<file path="config.mk">
export PLATFORM = sky130hd
export DESIGN_NAME = colmix_top
export DESIGN_NICKNAME = d
export VERILOG_FILES = /design/src/logic/colmix_pkg.sv /design/src/logic/video_if.sv /design/src/logic/video_timing.sv /design/src/logic/pal_prom.sv /design/src/logic/blank_dly.sv /design/src/logic/colmix.sv /design/src/logic/colmix_top.sv
export SDC_FILE = /design/constraint.sdc
export NUM_CORES = 2
export LEC_CHECK = 0
export BUFFER_PORTS_ARGS = -buffer_cell sky130_fd_sc_hd__buf_2
export CELL_PAD_IN_SITES_DETAIL_PLACEMENT = 1
export CELL_PAD_IN_SITES_GLOBAL_PLACEMENT = 1
export CORE_MARGIN = 2
export CORE_UTILIZATION = 56
export CTS_CLUSTER_DIAMETER = 40
export DETAILED_ROUTE_END_ITERATION = 12
export HOLD_SLACK_MARGIN = 0.08
export PLACE_DENSITY_LB_ADDON = 0.05
export SKIP_LAST_GASP = 1
export SYNTH_ARGS = -nofsm -noshare
export SYNTH_HDL_FRONTEND = slang
export SYNTH_SLANG_ARGS = --single-unit
</file>
<file path="constraint.sdc">
create_clock -name clk -period 3.39 [get_ports clk]
set_clock_uncertainty 0.15 [all_clocks]
set_input_delay 0.678 -clock clk [delete_from_list [all_inputs] [get_ports clk]]
set_output_delay 0.678 -clock clk [all_outputs]
set_load 0.02 [all_outputs]
</file>
<file path="src/logic/colmix_pkg.sv">
/* colour mixer shared definitions
   layer pixel and colour channel types, rgb struct
   palette address width, pipeline depth, default raster sizes */

`default_nettype none

package colmix_pkg;

    // layer pixel and colour channel widths
    localparam int PXL_W  = 4;
    localparam int CHAN_W = 4;

    typedef logic [PXL_W-1:0]  pxl_t;  // layer pixel, 0 = transparent
    typedef logic [CHAN_W-1:0] chan_t; // one colour channel

    // 12-bit colour, red in the top nibble
    typedef struct packed {
        chan_t red;
        chan_t green;
        chan_t blue;
    } rgb_t;

    // palette address = {pal_sel[2:0], layer, pixel[3:0]}
    localparam int PAL_AW = 8;

    // mux reg -> prom reg -> blank reg, counted in pixel enables
    localparam int PIPE_DLY = 3;

    // default raster, in pixels and lines
    localparam int DEF_H_TOTAL  = 384;
    localparam int DEF_H_ACTIVE = 256;
    localparam int DEF_V_TOTAL  = 264;
    localparam int DEF_V_ACTIVE = 224;
    localparam int DEF_CEN_DIV  = 8;   // clk cycles per pixel

endpackage

`default_nettype wire

</file>
<file path="src/logic/video_if.sv">
/* video timing bundle
   pixel enable, blanking levels and raster counts
   source side for the timing generator, sink side for the mixer */

`timescale 1ns/1ps
`default_nettype none

interface video_if;

    logic       pxl_cen;   // one clk pulse per pixel
    logic       lhbl;      // high inside the active line
    logic       lvbl;      // high inside the active frame
    logic [8:0] hcnt;      // pixel within the line
    logic [8:0] vcnt;      // line within the frame

    modport source (
        output pxl_cen,
        output lhbl,
        output lvbl,
        output hcnt,
        output vcnt
    );

    modport sink (
        input pxl_cen,
        input lhbl,
        input lvbl,
        input hcnt,
        input vcnt
    );

endinterface

`default_nettype wire

</file>
<file path="src/logic/video_timing.sv">
/* video timing generator
   clk divider for the pixel enable
   horizontal and vertical raster counters, registered blanking levels */

`timescale 1ns/1ps
`default_nettype none

module video_timing
    import colmix_pkg::*;
#(
    parameter int H_TOTAL  = DEF_H_TOTAL,
    parameter int H_ACTIVE = DEF_H_ACTIVE,
    parameter int V_TOTAL  = DEF_V_TOTAL,
    parameter int V_ACTIVE = DEF_V_ACTIVE,
    parameter int CEN_DIV  = DEF_CEN_DIV
)(
    input  logic    clk,
    input  logic    reset,
    video_if.source vid
);

    localparam int CW = $clog2(CEN_DIV + 1);

    localparam logic [CW-1:0] CEN_LAST = CW'(CEN_DIV - 1);
    localparam logic [8:0]    H_LAST   = 9'(H_TOTAL - 1);
    localparam logic [8:0]    V_LAST   = 9'(V_TOTAL - 1);
    localparam logic [8:0]    H_ACT    = 9'(H_ACTIVE);
    localparam logic [8:0]    V_ACT    = 9'(V_ACTIVE);

    logic [CW-1:0] div_cnt;
    logic [8:0]    hcnt_nxt;
    logic [8:0]    vcnt_nxt;

    // pixel enable, last count of each divider period
    always_ff @(posedge clk) begin
        if (reset) begin
            div_cnt     <= '0;
            vid.pxl_cen <= 1'b0;
        end else if (div_cnt == CEN_LAST) begin
            div_cnt     <= '0;
            vid.pxl_cen <= 1'b1;
        end else begin
            div_cnt     <= div_cnt + 1'b1;
            vid.pxl_cen <= 1'b0;
        end
    end

    // next raster position, moves only on the enable
    always_comb begin
        hcnt_nxt = vid.hcnt;
        vcnt_nxt = vid.vcnt;
        if (vid.pxl_cen) begin
            if (vid.hcnt == H_LAST) begin
                hcnt_nxt = '0;
                vcnt_nxt = (vid.vcnt == V_LAST) ? 9'd0 : vid.vcnt + 9'd1; // line done
            end else begin
                hcnt_nxt = vid.hcnt + 9'd1;
            end
        end
    end

    // blanking compared on the next count so it lines up with hcnt/vcnt
    always_ff @(posedge clk) begin
        if (reset) begin
            vid.hcnt <= '0;
            vid.vcnt <= '0;
            vid.lhbl <= 1'b1;     // position 0 is inside the active area
            vid.lvbl <= 1'b1;
        end else begin
            vid.hcnt <= hcnt_nxt;
            vid.vcnt <= vcnt_nxt;
            vid.lhbl <= hcnt_nxt < H_ACT;
            vid.lvbl <= vcnt_nxt < V_ACT;
        end
    end

endmodule

`default_nettype wire

</file>
<file path="src/logic/pal_prom.sv">
/* palette memory for one colour channel
   write port on we at any clk edge
   read port registered on cen, PROM style */

`timescale 1ns/1ps
`default_nettype none

module pal_prom #(
    parameter int DW = 4,
    parameter int AW = 8
)(
    input  logic          clk,
    input  logic          cen,
    input  logic          we,
    input  logic [AW-1:0] wr_addr,
    input  logic [AW-1:0] rd_addr,
    input  logic [DW-1:0] data,
    output logic [DW-1:0] q
);

    logic [DW-1:0] mem [0:2**AW-1];

    // load port, not tied to the pixel enable
    always_ff @(posedge clk) begin
        if (we) begin
            mem[wr_addr] <= data;
        end
    end

    // read advances with the pixel pipeline only
    always_ff @(posedge clk) begin
        if (cen) begin
            q <= mem[rd_addr];
        end
    end

endmodule

`default_nettype wire

</file>
<file path="src/logic/blank_dly.sv">
/* blanking delay stage
   shifts lhbl/lvbl along with the pixel pipeline
   forces the colour to black outside the active area */

`timescale 1ns/1ps
`default_nettype none

module blank_dly
    import colmix_pkg::*;
#(
    parameter int DLY = PIPE_DLY
)(
    input  logic  clk,
    input  logic  reset,
    video_if.sink vid,
    input  rgb_t  rgb_in,
    output rgb_t  rgb_out,
    output logic  lhbl_dly,
    output logic  lvbl_dly
);

    // DLY-1 stages here, the output register is the last one
    logic [DLY-2:0] hbl_sr;
    logic [DLY-2:0] vbl_sr;
    logic           active;

    assign active = hbl_sr[DLY-2] & vbl_sr[DLY-2]; // both levels in the active area

    always_ff @(posedge clk) begin
        if (reset) begin
            hbl_sr <= '0;
            vbl_sr <= '0;
        end else if (vid.pxl_cen) begin
            hbl_sr[0] <= vid.lhbl;
            vbl_sr[0] <= vid.lvbl;
            for (int i = 1; i < DLY - 1; i++) begin
                hbl_sr[i] <= hbl_sr[i-1];
                vbl_sr[i] <= vbl_sr[i-1];
            end
        end
    end

    // final stage, lines up with the prom output
    always_ff @(posedge clk) begin
        if (reset) begin
            lhbl_dly <= 1'b0;
            lvbl_dly <= 1'b0;
            rgb_out  <= '0;
        end else if (vid.pxl_cen) begin
            lhbl_dly <= hbl_sr[DLY-2];
            lvbl_dly <= vbl_sr[DLY-2];
            rgb_out  <= active ? rgb_in : '0;   // black while blanking
        end
    end

endmodule

`default_nettype wire

</file>
<file path="src/logic/colmix.sv">
/* colour mixer
   sprite over tile priority mux and palette address
   red/green/blue palette proms, blanking delay stage */

`timescale 1ns/1ps
`default_nettype none

module colmix
    import colmix_pkg::*;
#(
    parameter int PAL_AW = colmix_pkg::PAL_AW
)(
    input  logic              clk,
    input  logic              reset,
    video_if.sink             vid,
    input  pxl_t              obj_pxl,
    input  pxl_t              scr_pxl,
    input  logic [2:0]        pal_sel,
    input  logic [1:0]        gfx_en,      // [0] tiles, [1] sprites
    input  logic [PAL_AW-1:0] prog_addr,
    input  chan_t             prog_data,
    input  logic [2:0]        prog_en,     // one per channel, red = bit 0
    output rgb_t              rgb,
    output logic              lhbl_dly,
    output logic              lvbl_dly
);

    logic              obj_blank;
    logic [4:0]        mux;         // {layer, pixel}
    logic [2:0]        sel_q;       // palette bank, kept with its pixel
    logic [PAL_AW-1:0] pal_addr;
    rgb_t              raw;         // prom outputs before blanking

    // transparent or disabled sprite lets the tile through
    assign obj_blank = (obj_pxl == '0) || !gfx_en[1];

    always_ff @(posedge clk) begin
        if (vid.pxl_cen) begin
            sel_q    <= pal_sel;
            mux[4]   <= obj_blank;                     // layer 1 = tiles
            mux[3:0] <= obj_blank ? (gfx_en[0] ? scr_pxl : '0) : obj_pxl;
        end
    end

    assign pal_addr = {sel_q, mux};

    pal_prom #(.DW(CHAN_W), .AW(PAL_AW)) u_red (
        .clk     (clk),
        .cen     (vid.pxl_cen),
        .we      (prog_en[0]),
        .wr_addr (prog_addr),
        .rd_addr (pal_addr),
        .data    (prog_data),
        .q       (raw.red)
    );

    pal_prom #(.DW(CHAN_W), .AW(PAL_AW)) u_green (
        .clk     (clk),
        .cen     (vid.pxl_cen),
        .we      (prog_en[1]),
        .wr_addr (prog_addr),
        .rd_addr (pal_addr),
        .data    (prog_data),
        .q       (raw.green)
    );

    pal_prom #(.DW(CHAN_W), .AW(PAL_AW)) u_blue (
        .clk     (clk),
        .cen     (vid.pxl_cen),
        .we      (prog_en[2]),
        .wr_addr (prog_addr),
        .rd_addr (pal_addr),
        .data    (prog_data),
        .q       (raw.blue)
    );

    // blanking delayed over the whole pipe: mux, prom, output
    blank_dly #(.DLY(PIPE_DLY)) u_blank (
        .clk      (clk),
        .reset    (reset),
        .vid      (vid),
        .rgb_in   (raw),
        .rgb_out  (rgb),
        .lhbl_dly (lhbl_dly),
        .lvbl_dly (lvbl_dly)
    );

endmodule

`default_nettype wire

</file>
<file path="src/logic/colmix_top.sv">
/* colour mixing stage, top level
   video timing generator and colour mixer
   raster counts brought out for the layer pixel source */

`timescale 1ns/1ps
`default_nettype none

module colmix_top
    import colmix_pkg::*;
#(
    parameter int H_TOTAL  = DEF_H_TOTAL,
    parameter int H_ACTIVE = DEF_H_ACTIVE,
    parameter int V_TOTAL  = DEF_V_TOTAL,
    parameter int V_ACTIVE = DEF_V_ACTIVE,
    parameter int CEN_DIV  = DEF_CEN_DIV
)(
    input  logic              clk,
    input  logic              reset,
    input  pxl_t              obj_pxl,
    input  pxl_t              scr_pxl,
    input  logic [2:0]        pal_sel,
    input  logic [1:0]        gfx_en,
    input  logic [PAL_AW-1:0] prog_addr,
    input  chan_t             prog_data,
    input  logic [2:0]        prog_en,
    output logic              pxl_cen,
    output logic              lhbl,
    output logic              lvbl,
    output logic [8:0]        hcnt,
    output logic [8:0]        vcnt,
    output chan_t             red,
    output chan_t             green,
    output chan_t             blue,
    output logic              lhbl_dly,
    output logic              lvbl_dly
);

    video_if vid ();
    rgb_t    rgb;

    // beam position out to whoever draws the layers
    assign pxl_cen = vid.pxl_cen;
    assign lhbl    = vid.lhbl;
    assign lvbl    = vid.lvbl;
    assign hcnt    = vid.hcnt;
    assign vcnt    = vid.vcnt;

    assign red   = rgb.red;
    assign green = rgb.green;
    assign blue  = rgb.blue;

    video_timing #(
        .H_TOTAL  (H_TOTAL),
        .H_ACTIVE (H_ACTIVE),
        .V_TOTAL  (V_TOTAL),
        .V_ACTIVE (V_ACTIVE),
        .CEN_DIV  (CEN_DIV)
    ) u_timing (
        .clk   (clk),
        .reset (reset),
        .vid   (vid.source)
    );

    colmix #(.PAL_AW(PAL_AW)) u_colmix (
        .clk       (clk),
        .reset     (reset),
        .vid       (vid.sink),
        .obj_pxl   (obj_pxl),
        .scr_pxl   (scr_pxl),
        .pal_sel   (pal_sel),
        .gfx_en    (gfx_en),
        .prog_addr (prog_addr),
        .prog_data (prog_data),
        .prog_en   (prog_en),
        .rgb       (rgb),
        .lhbl_dly  (lhbl_dly),
        .lvbl_dly  (lvbl_dly)
    );

endmodule

`default_nettype wire

</file>
## Word level (Yosys, flattened, before mapping)

Memories as Yosys holds them, arrays and structs flattened. A register that Yosys moved wholly into a read port is not among the register bits.
Cells that the tools add are included.

| word-level totals | value |
|---|---|
| register bits | 51 |
| bits in writable memories | 3072 |
| input port bits | 30 |
| output and inout bits | 35 |
| logic and storage cells | 46 |
| memories | 3 |

Memories:

| name | words | bits a word | read ports | clocked after Yosys merged registers in | wr ports | line | text |
|---|---|---|---|---|---|---|---|
| u_colmix.u_blue.mem | 256 | 4 | 1 | 1 | 1 | pal_prom.sv:21 | `logic [DW-1:0] mem [0:2**AW-1];` |
| u_colmix.u_green.mem | 256 | 4 | 1 | 1 | 1 | pal_prom.sv:21 |  |
| u_colmix.u_red.mem | 256 | 4 | 1 | 1 | 1 | pal_prom.sv:21 |  |

| operators by class | value |
|---|---|
| add/sub/neg operators | 3 |
| magnitude comparators | 2 |
| equal/unequal tests | 3 |
| mux-type cells | 15 |
| bitwise logic cells | 1 |
| reductions and logical operators | 4 |

Operators with widths:

| cell | number |
|---|---|
| $mux W9 | 5 |
| $add A9 B1 Y9 const B | 2 |
| $eq A9 B9 Y1 const B | 2 |
| $mux W12 | 1 |
| $lt A9 B8 Y1 const B | 1 |
| $lt A9 B9 Y1 const B | 1 |
| $mux W4 | 2 |
| $mux W1 | 7 |
| $add A4 B1 Y4 const B | 1 |
| $eq A4 B3 Y1 const B | 1 |
| $logic_not A4 Y1 | 1 |
| $reduce_or A2 Y1 | 1 |
| $and A1 B1 Y1 | 1 |
| $logic_not A1 Y1 | 1 |
| $logic_or A1 B1 Y1 | 1 |

## Longest topological paths before layout

| depth | value |
|---|---|
| word-level depth | 5 |
| mapped depth | 12 |
| mapped depth without buffers | 7 |

## Cells and area by module

Synthesis repeated with hierarchy kept, for this count alone.

| unflattened totals | value |
|---|---|
| cells, all modules | 6363 |
| area, all modules | 124286.7 µm² |

By module, submodules not included:

| module | instances | cells each | area an instance (µm²) | seq. area each (µm²) |
|---|---|---|---|---|
| pal_prom | 3 | 2051 | 40715.3 | 30869.6 |
| video_timing | 1 | 122 | 1112.3 | 500.5 |
| blank_dly | 1 | 73 | 716.9 | 360.3 |
| colmix | 1 | 15 | 311.5 | 240.2 |

## Least setup slack after synthesis

Ideal clock, no wire load.

| timing | value |
|---|---|
| path kind | reg2reg |
| start point | reg u_timing.vid.pxl_cen |
| end point | reg u_timing.vid.lvbl |
| library setup time | 70 ps |
| arrival time | 2666 ps |
| required time | 3170 ps |
| setup slack | 504 ps |
| stages on the path, launching flop included | 6 |
| path buffers | 0 |
| period minus slack after synthesis | 2886 ps |
| path through | dfxtp_1 nand4_1 or4_1 o41ai_2 nor3_1 a21oi_1 |

| on the way | value |
|---|---|
| longest elaborated chain between the ends | 2 |

Ends and longest elaborated chain:

| element | line | text |
|---|---|---|
| start: declaration | video_if.sv:17 | `output pxl_cen,` |
| start signal: assignment | video_timing.sv:38 | `vid.pxl_cen <= 1'b0;` |
| start signal: assignment | video_timing.sv:41 | `vid.pxl_cen <= 1'b1;` |
| start signal: assignment | video_timing.sv:44 | `vid.pxl_cen <= 1'b0;` |
| $mux W9 | video_timing.sv:52 | `if (vid.pxl_cen) begin` |
| $lt A9 B8 Y1 | video_timing.sv:73 | `vid.lvbl <= vcnt_nxt < V_ACT;` |
| end signal: assignment | video_timing.sv:73 |  |
| end: declaration | video_if.sv:19 | `output lvbl,` |

Every way passes these cells.
A chain may end at the register's enable or synchronous reset.

==> results.yml <==
clocking:
  cts.root.buffer_cell: "clkbuf_16"
  tritoncts: "built"
  clk_pin_slew_ns: 0.06
  clk_path_buf_depth: 4
  cts_num_sinks: 3135
  htree_levels: 5
  cts_buffers: 429
  clk_latency_ns: 1.00
critical_path:
  worstRegToRegCells: 9
  r2r-start: "u_colmix.mux[0]"
  timing.rr.end: "u_colmix.u_green.q[2]"
  r2r_setup_slack_ns: 0.02
  required_ns: 3.96
  critPathMaxFanout: 17
  criticalPathCategory: "flip-flop to flip-flop"
  crit_arrival_ns: 3.94
  end_kind: "flip-flop"
  worstSetupStartpointType: "flip-flop"
sta:
  relSlewSlack: 0.243
  hold_viol: 0
  tns_ns: 0
  tightest_slew_ns: 1.12
  fmax_mhz: 297
  report.final.slew_viol_count: 0
  finalCriticalPeriod_ns: 3.37
  period_share: 0.994
  finalHoldWorstSlack_ns: 0.143
  fin_ws_ns: 0.0211
  rsz0062_at_grt: "yes"
  setup_viol: 0
hold_path:
  hold_start: "prog_data[3]"
  hold_path_class: "input port to flip-flop"
  holdPathEnd: "u_colmix.u_blue.mem[35][3]"
  min_path_cells: 1
placed_design:
  port_buffers: 64
  gp_congestion: 0.862
  place_hpwl_um: 228000
  post-place-ws_ns: -0.239
synth:
  synth.largest_area_cell: "edfxtp_1"
  syn_inst: 6305
  synth_nets: 6338
  synth_enable_flop_cells: 3092
  async_flop_share: 0
  yosysMostFrequentCell: "edfxtp_1"
  synth_ff_type: "edfxtp_1"
  ys_seq_area_frac: 0.761
  avgSynthCellArea_um2: 19.5
  yosys_warnings: 0
  ys_top_cells_by_count: "3092 x edfxtp_1, 892 x nor2_1, 672 x mux4_2"
  synth_top_area_frac: 0.754
  synth_cell_type_count: 58
  netlist_top_cells_area: "edfxtp_1 75%, mux4_2 12%, nor2_1 2.7%"
  synth-seq-cells: 3135
  synth_area_um2: 123000
power:
  switchingPower_uw: 18700
  internal_power_uw: 69700
  power_uw: 88300
  p_leak_uw: 0.0462
  power.share.clock: 0.500
  pwr-share-comb: 0.016
  switching_share: 0.211
  share_seq_of_total_power: 0.483
  p_per_area_nw_per_um2: 610
  ir_worst_vdd_v: 0.000453
job:
  drv_cap: 0
final_layout:
  layout.nets: 6961
  postLayoutCoreUtil: 0.661
  drive_gt1_frac: 0.295
  synthToLayoutAreaGrowth_pct: 17.6
global_routing:
  grt_pass1_vias: 70300
  grt_pass1_wl_um: 515000
  track_usage: 0.323
  grt_overflow: 0
  grt_max_degree: 109
  antenna_found_initial: 23
route:
  drt-initial-drc-count: 8263
  drt_wl_total_um: 358000
  vias_per_cell: 6.57
  dr.pass1.iters: 6
  ant_nets: 0
  vias: 66600
  drc: 0
  wl_per_cell_um: 35.3
die:
  design.die.area_um2: 224000
  core_um2: 219000
  dieHeight_um: 473
  chipWidth_um: 473
  pin_count: 65
  initial_utilization: 0.562
  rows: 172
run_status:
  status: "complete, no violations"
==> layout by cell type, fill, tap and decap left out, types with 60 or more instances in the layout <==
master     instances
edfxtp_1        3092
nor2_1           887
mux4_2           672
clkbuf_16        434
buf_4            424
a22oi_1          182
mux2i_1          137
nand2_1          121
a21oi_1          113
buf_12           111
mux2_2            81
o22ai_1           69
buf_2             60
==> layer usage <==
layer / global-route usage / vias up / share of wire
met3: 0.0634 / 737 / 0.083
met2: 0.524 / 3366 / 0.49
met5: 0 / - / 0.000089
met4: 0.132 / 6 / 0.043
li1: - / 27100 / -
met1: 0.434 / 35500 / 0.38
==> per-stage QoR <==
stage               instance area [µm²]  instances
floorplan                        123000       6305
global placement                 130000       9348
detailed placement               130000       9348
CTS                              145000      10100
global route                     145000      10100
finish                           145000      10100
==> worst max-delay path by stage <==
stage / start / endpoint / cells after the start
after global placement: u_colmix.mux[0] / u_colmix.u_green.q[1] / 10
final: u_colmix.mux[0] / u_colmix.u_green.q[2] / 9
after global routing: u_colmix.mux[0] / u_colmix.u_green.q[3] / 10
after detailed placement: u_colmix.mux[0] / u_colmix.u_green.q[1] / 10
after CTS: u_colmix.mux[0] / u_colmix.u_green.q[1] / 10
after floorplan: u_timing.vid.pxl_cen / u_timing.vid.lvbl / 5
==> critical path, cell delays in order, from the launching register on <==
cell      delay, ns
edfxtp_1       0.46
buf_12         0.22
buf_12         0.23
buf_12         0.18
mux4_2         0.53
a22oi_1        0.28
a21oi_1        0.14
nor2_1         0.32
a22o_1         0.44
nor3_1         0.11
==> area by class of cell <==
cell class	count	area, µm²
Clock buffer	468	11000
Multi-Input combinational cell	2729	27200
Clock inverter	307	3130
Timing Repair Buffer	626	6170
Antenna cell	6	15.0
Sequential cell	3135	93700
Inverter	7	26.3
Fill cell	17700	74200
Tap cell	2871	3590
==> state kept, by name (all words and copies together), names as in the netlist, 2 cells and up <==
signal,flops
u_colmix.u_red.q,4
u_colmix.u_blank.hbl_sr,2
u_timing.div_cnt,4
u_colmix.sel_q,3
u_colmix.u_blue.mem,1024
u_colmix.u_blank.vbl_sr,2
u_timing.vid.vcnt,9
u_timing.vid.hcnt,9
u_colmix.u_green.mem,1024
u_colmix.u_blue.q,4
u_colmix.u_green.q,4
u_colmix.mux,5
u_colmix.u_blank.rgb_out,12
u_colmix.u_red.mem,1024
==> kinds of logic after synthesis <==
family          synth area share
buf+inv                   0.0200
xor+xnor                 0.00107
fa+ha+maj               0.000305
mux                        0.141
simple gates              0.0407
compound gates            0.0354
flops                      0.761
==> power by group through the flow <==
stage / Clock (µW) / Combinational [µW] / Sequential [µW]
after floorplan: 0 / 276 / 43500
after global placement: 0 / 1350 / 43500
after CTS: 44600 / 1440 / 42700
final: 44200 / 1450 / 42700
after global routing: 46000 / 1520 / 42700
after detailed placement: 0 / 1420 / 43500
==> timing repair <==
item,4_1_cts,5_1_grt
gates cloned,1,2
gates resized for setup,10,27
setup buffers,1,2
endpoints found under the hold margin,150,0
setup endpoints to repair,8,12
hold buffers,14,0
pin swaps,0,3
(Power assumes the default switching activity.)
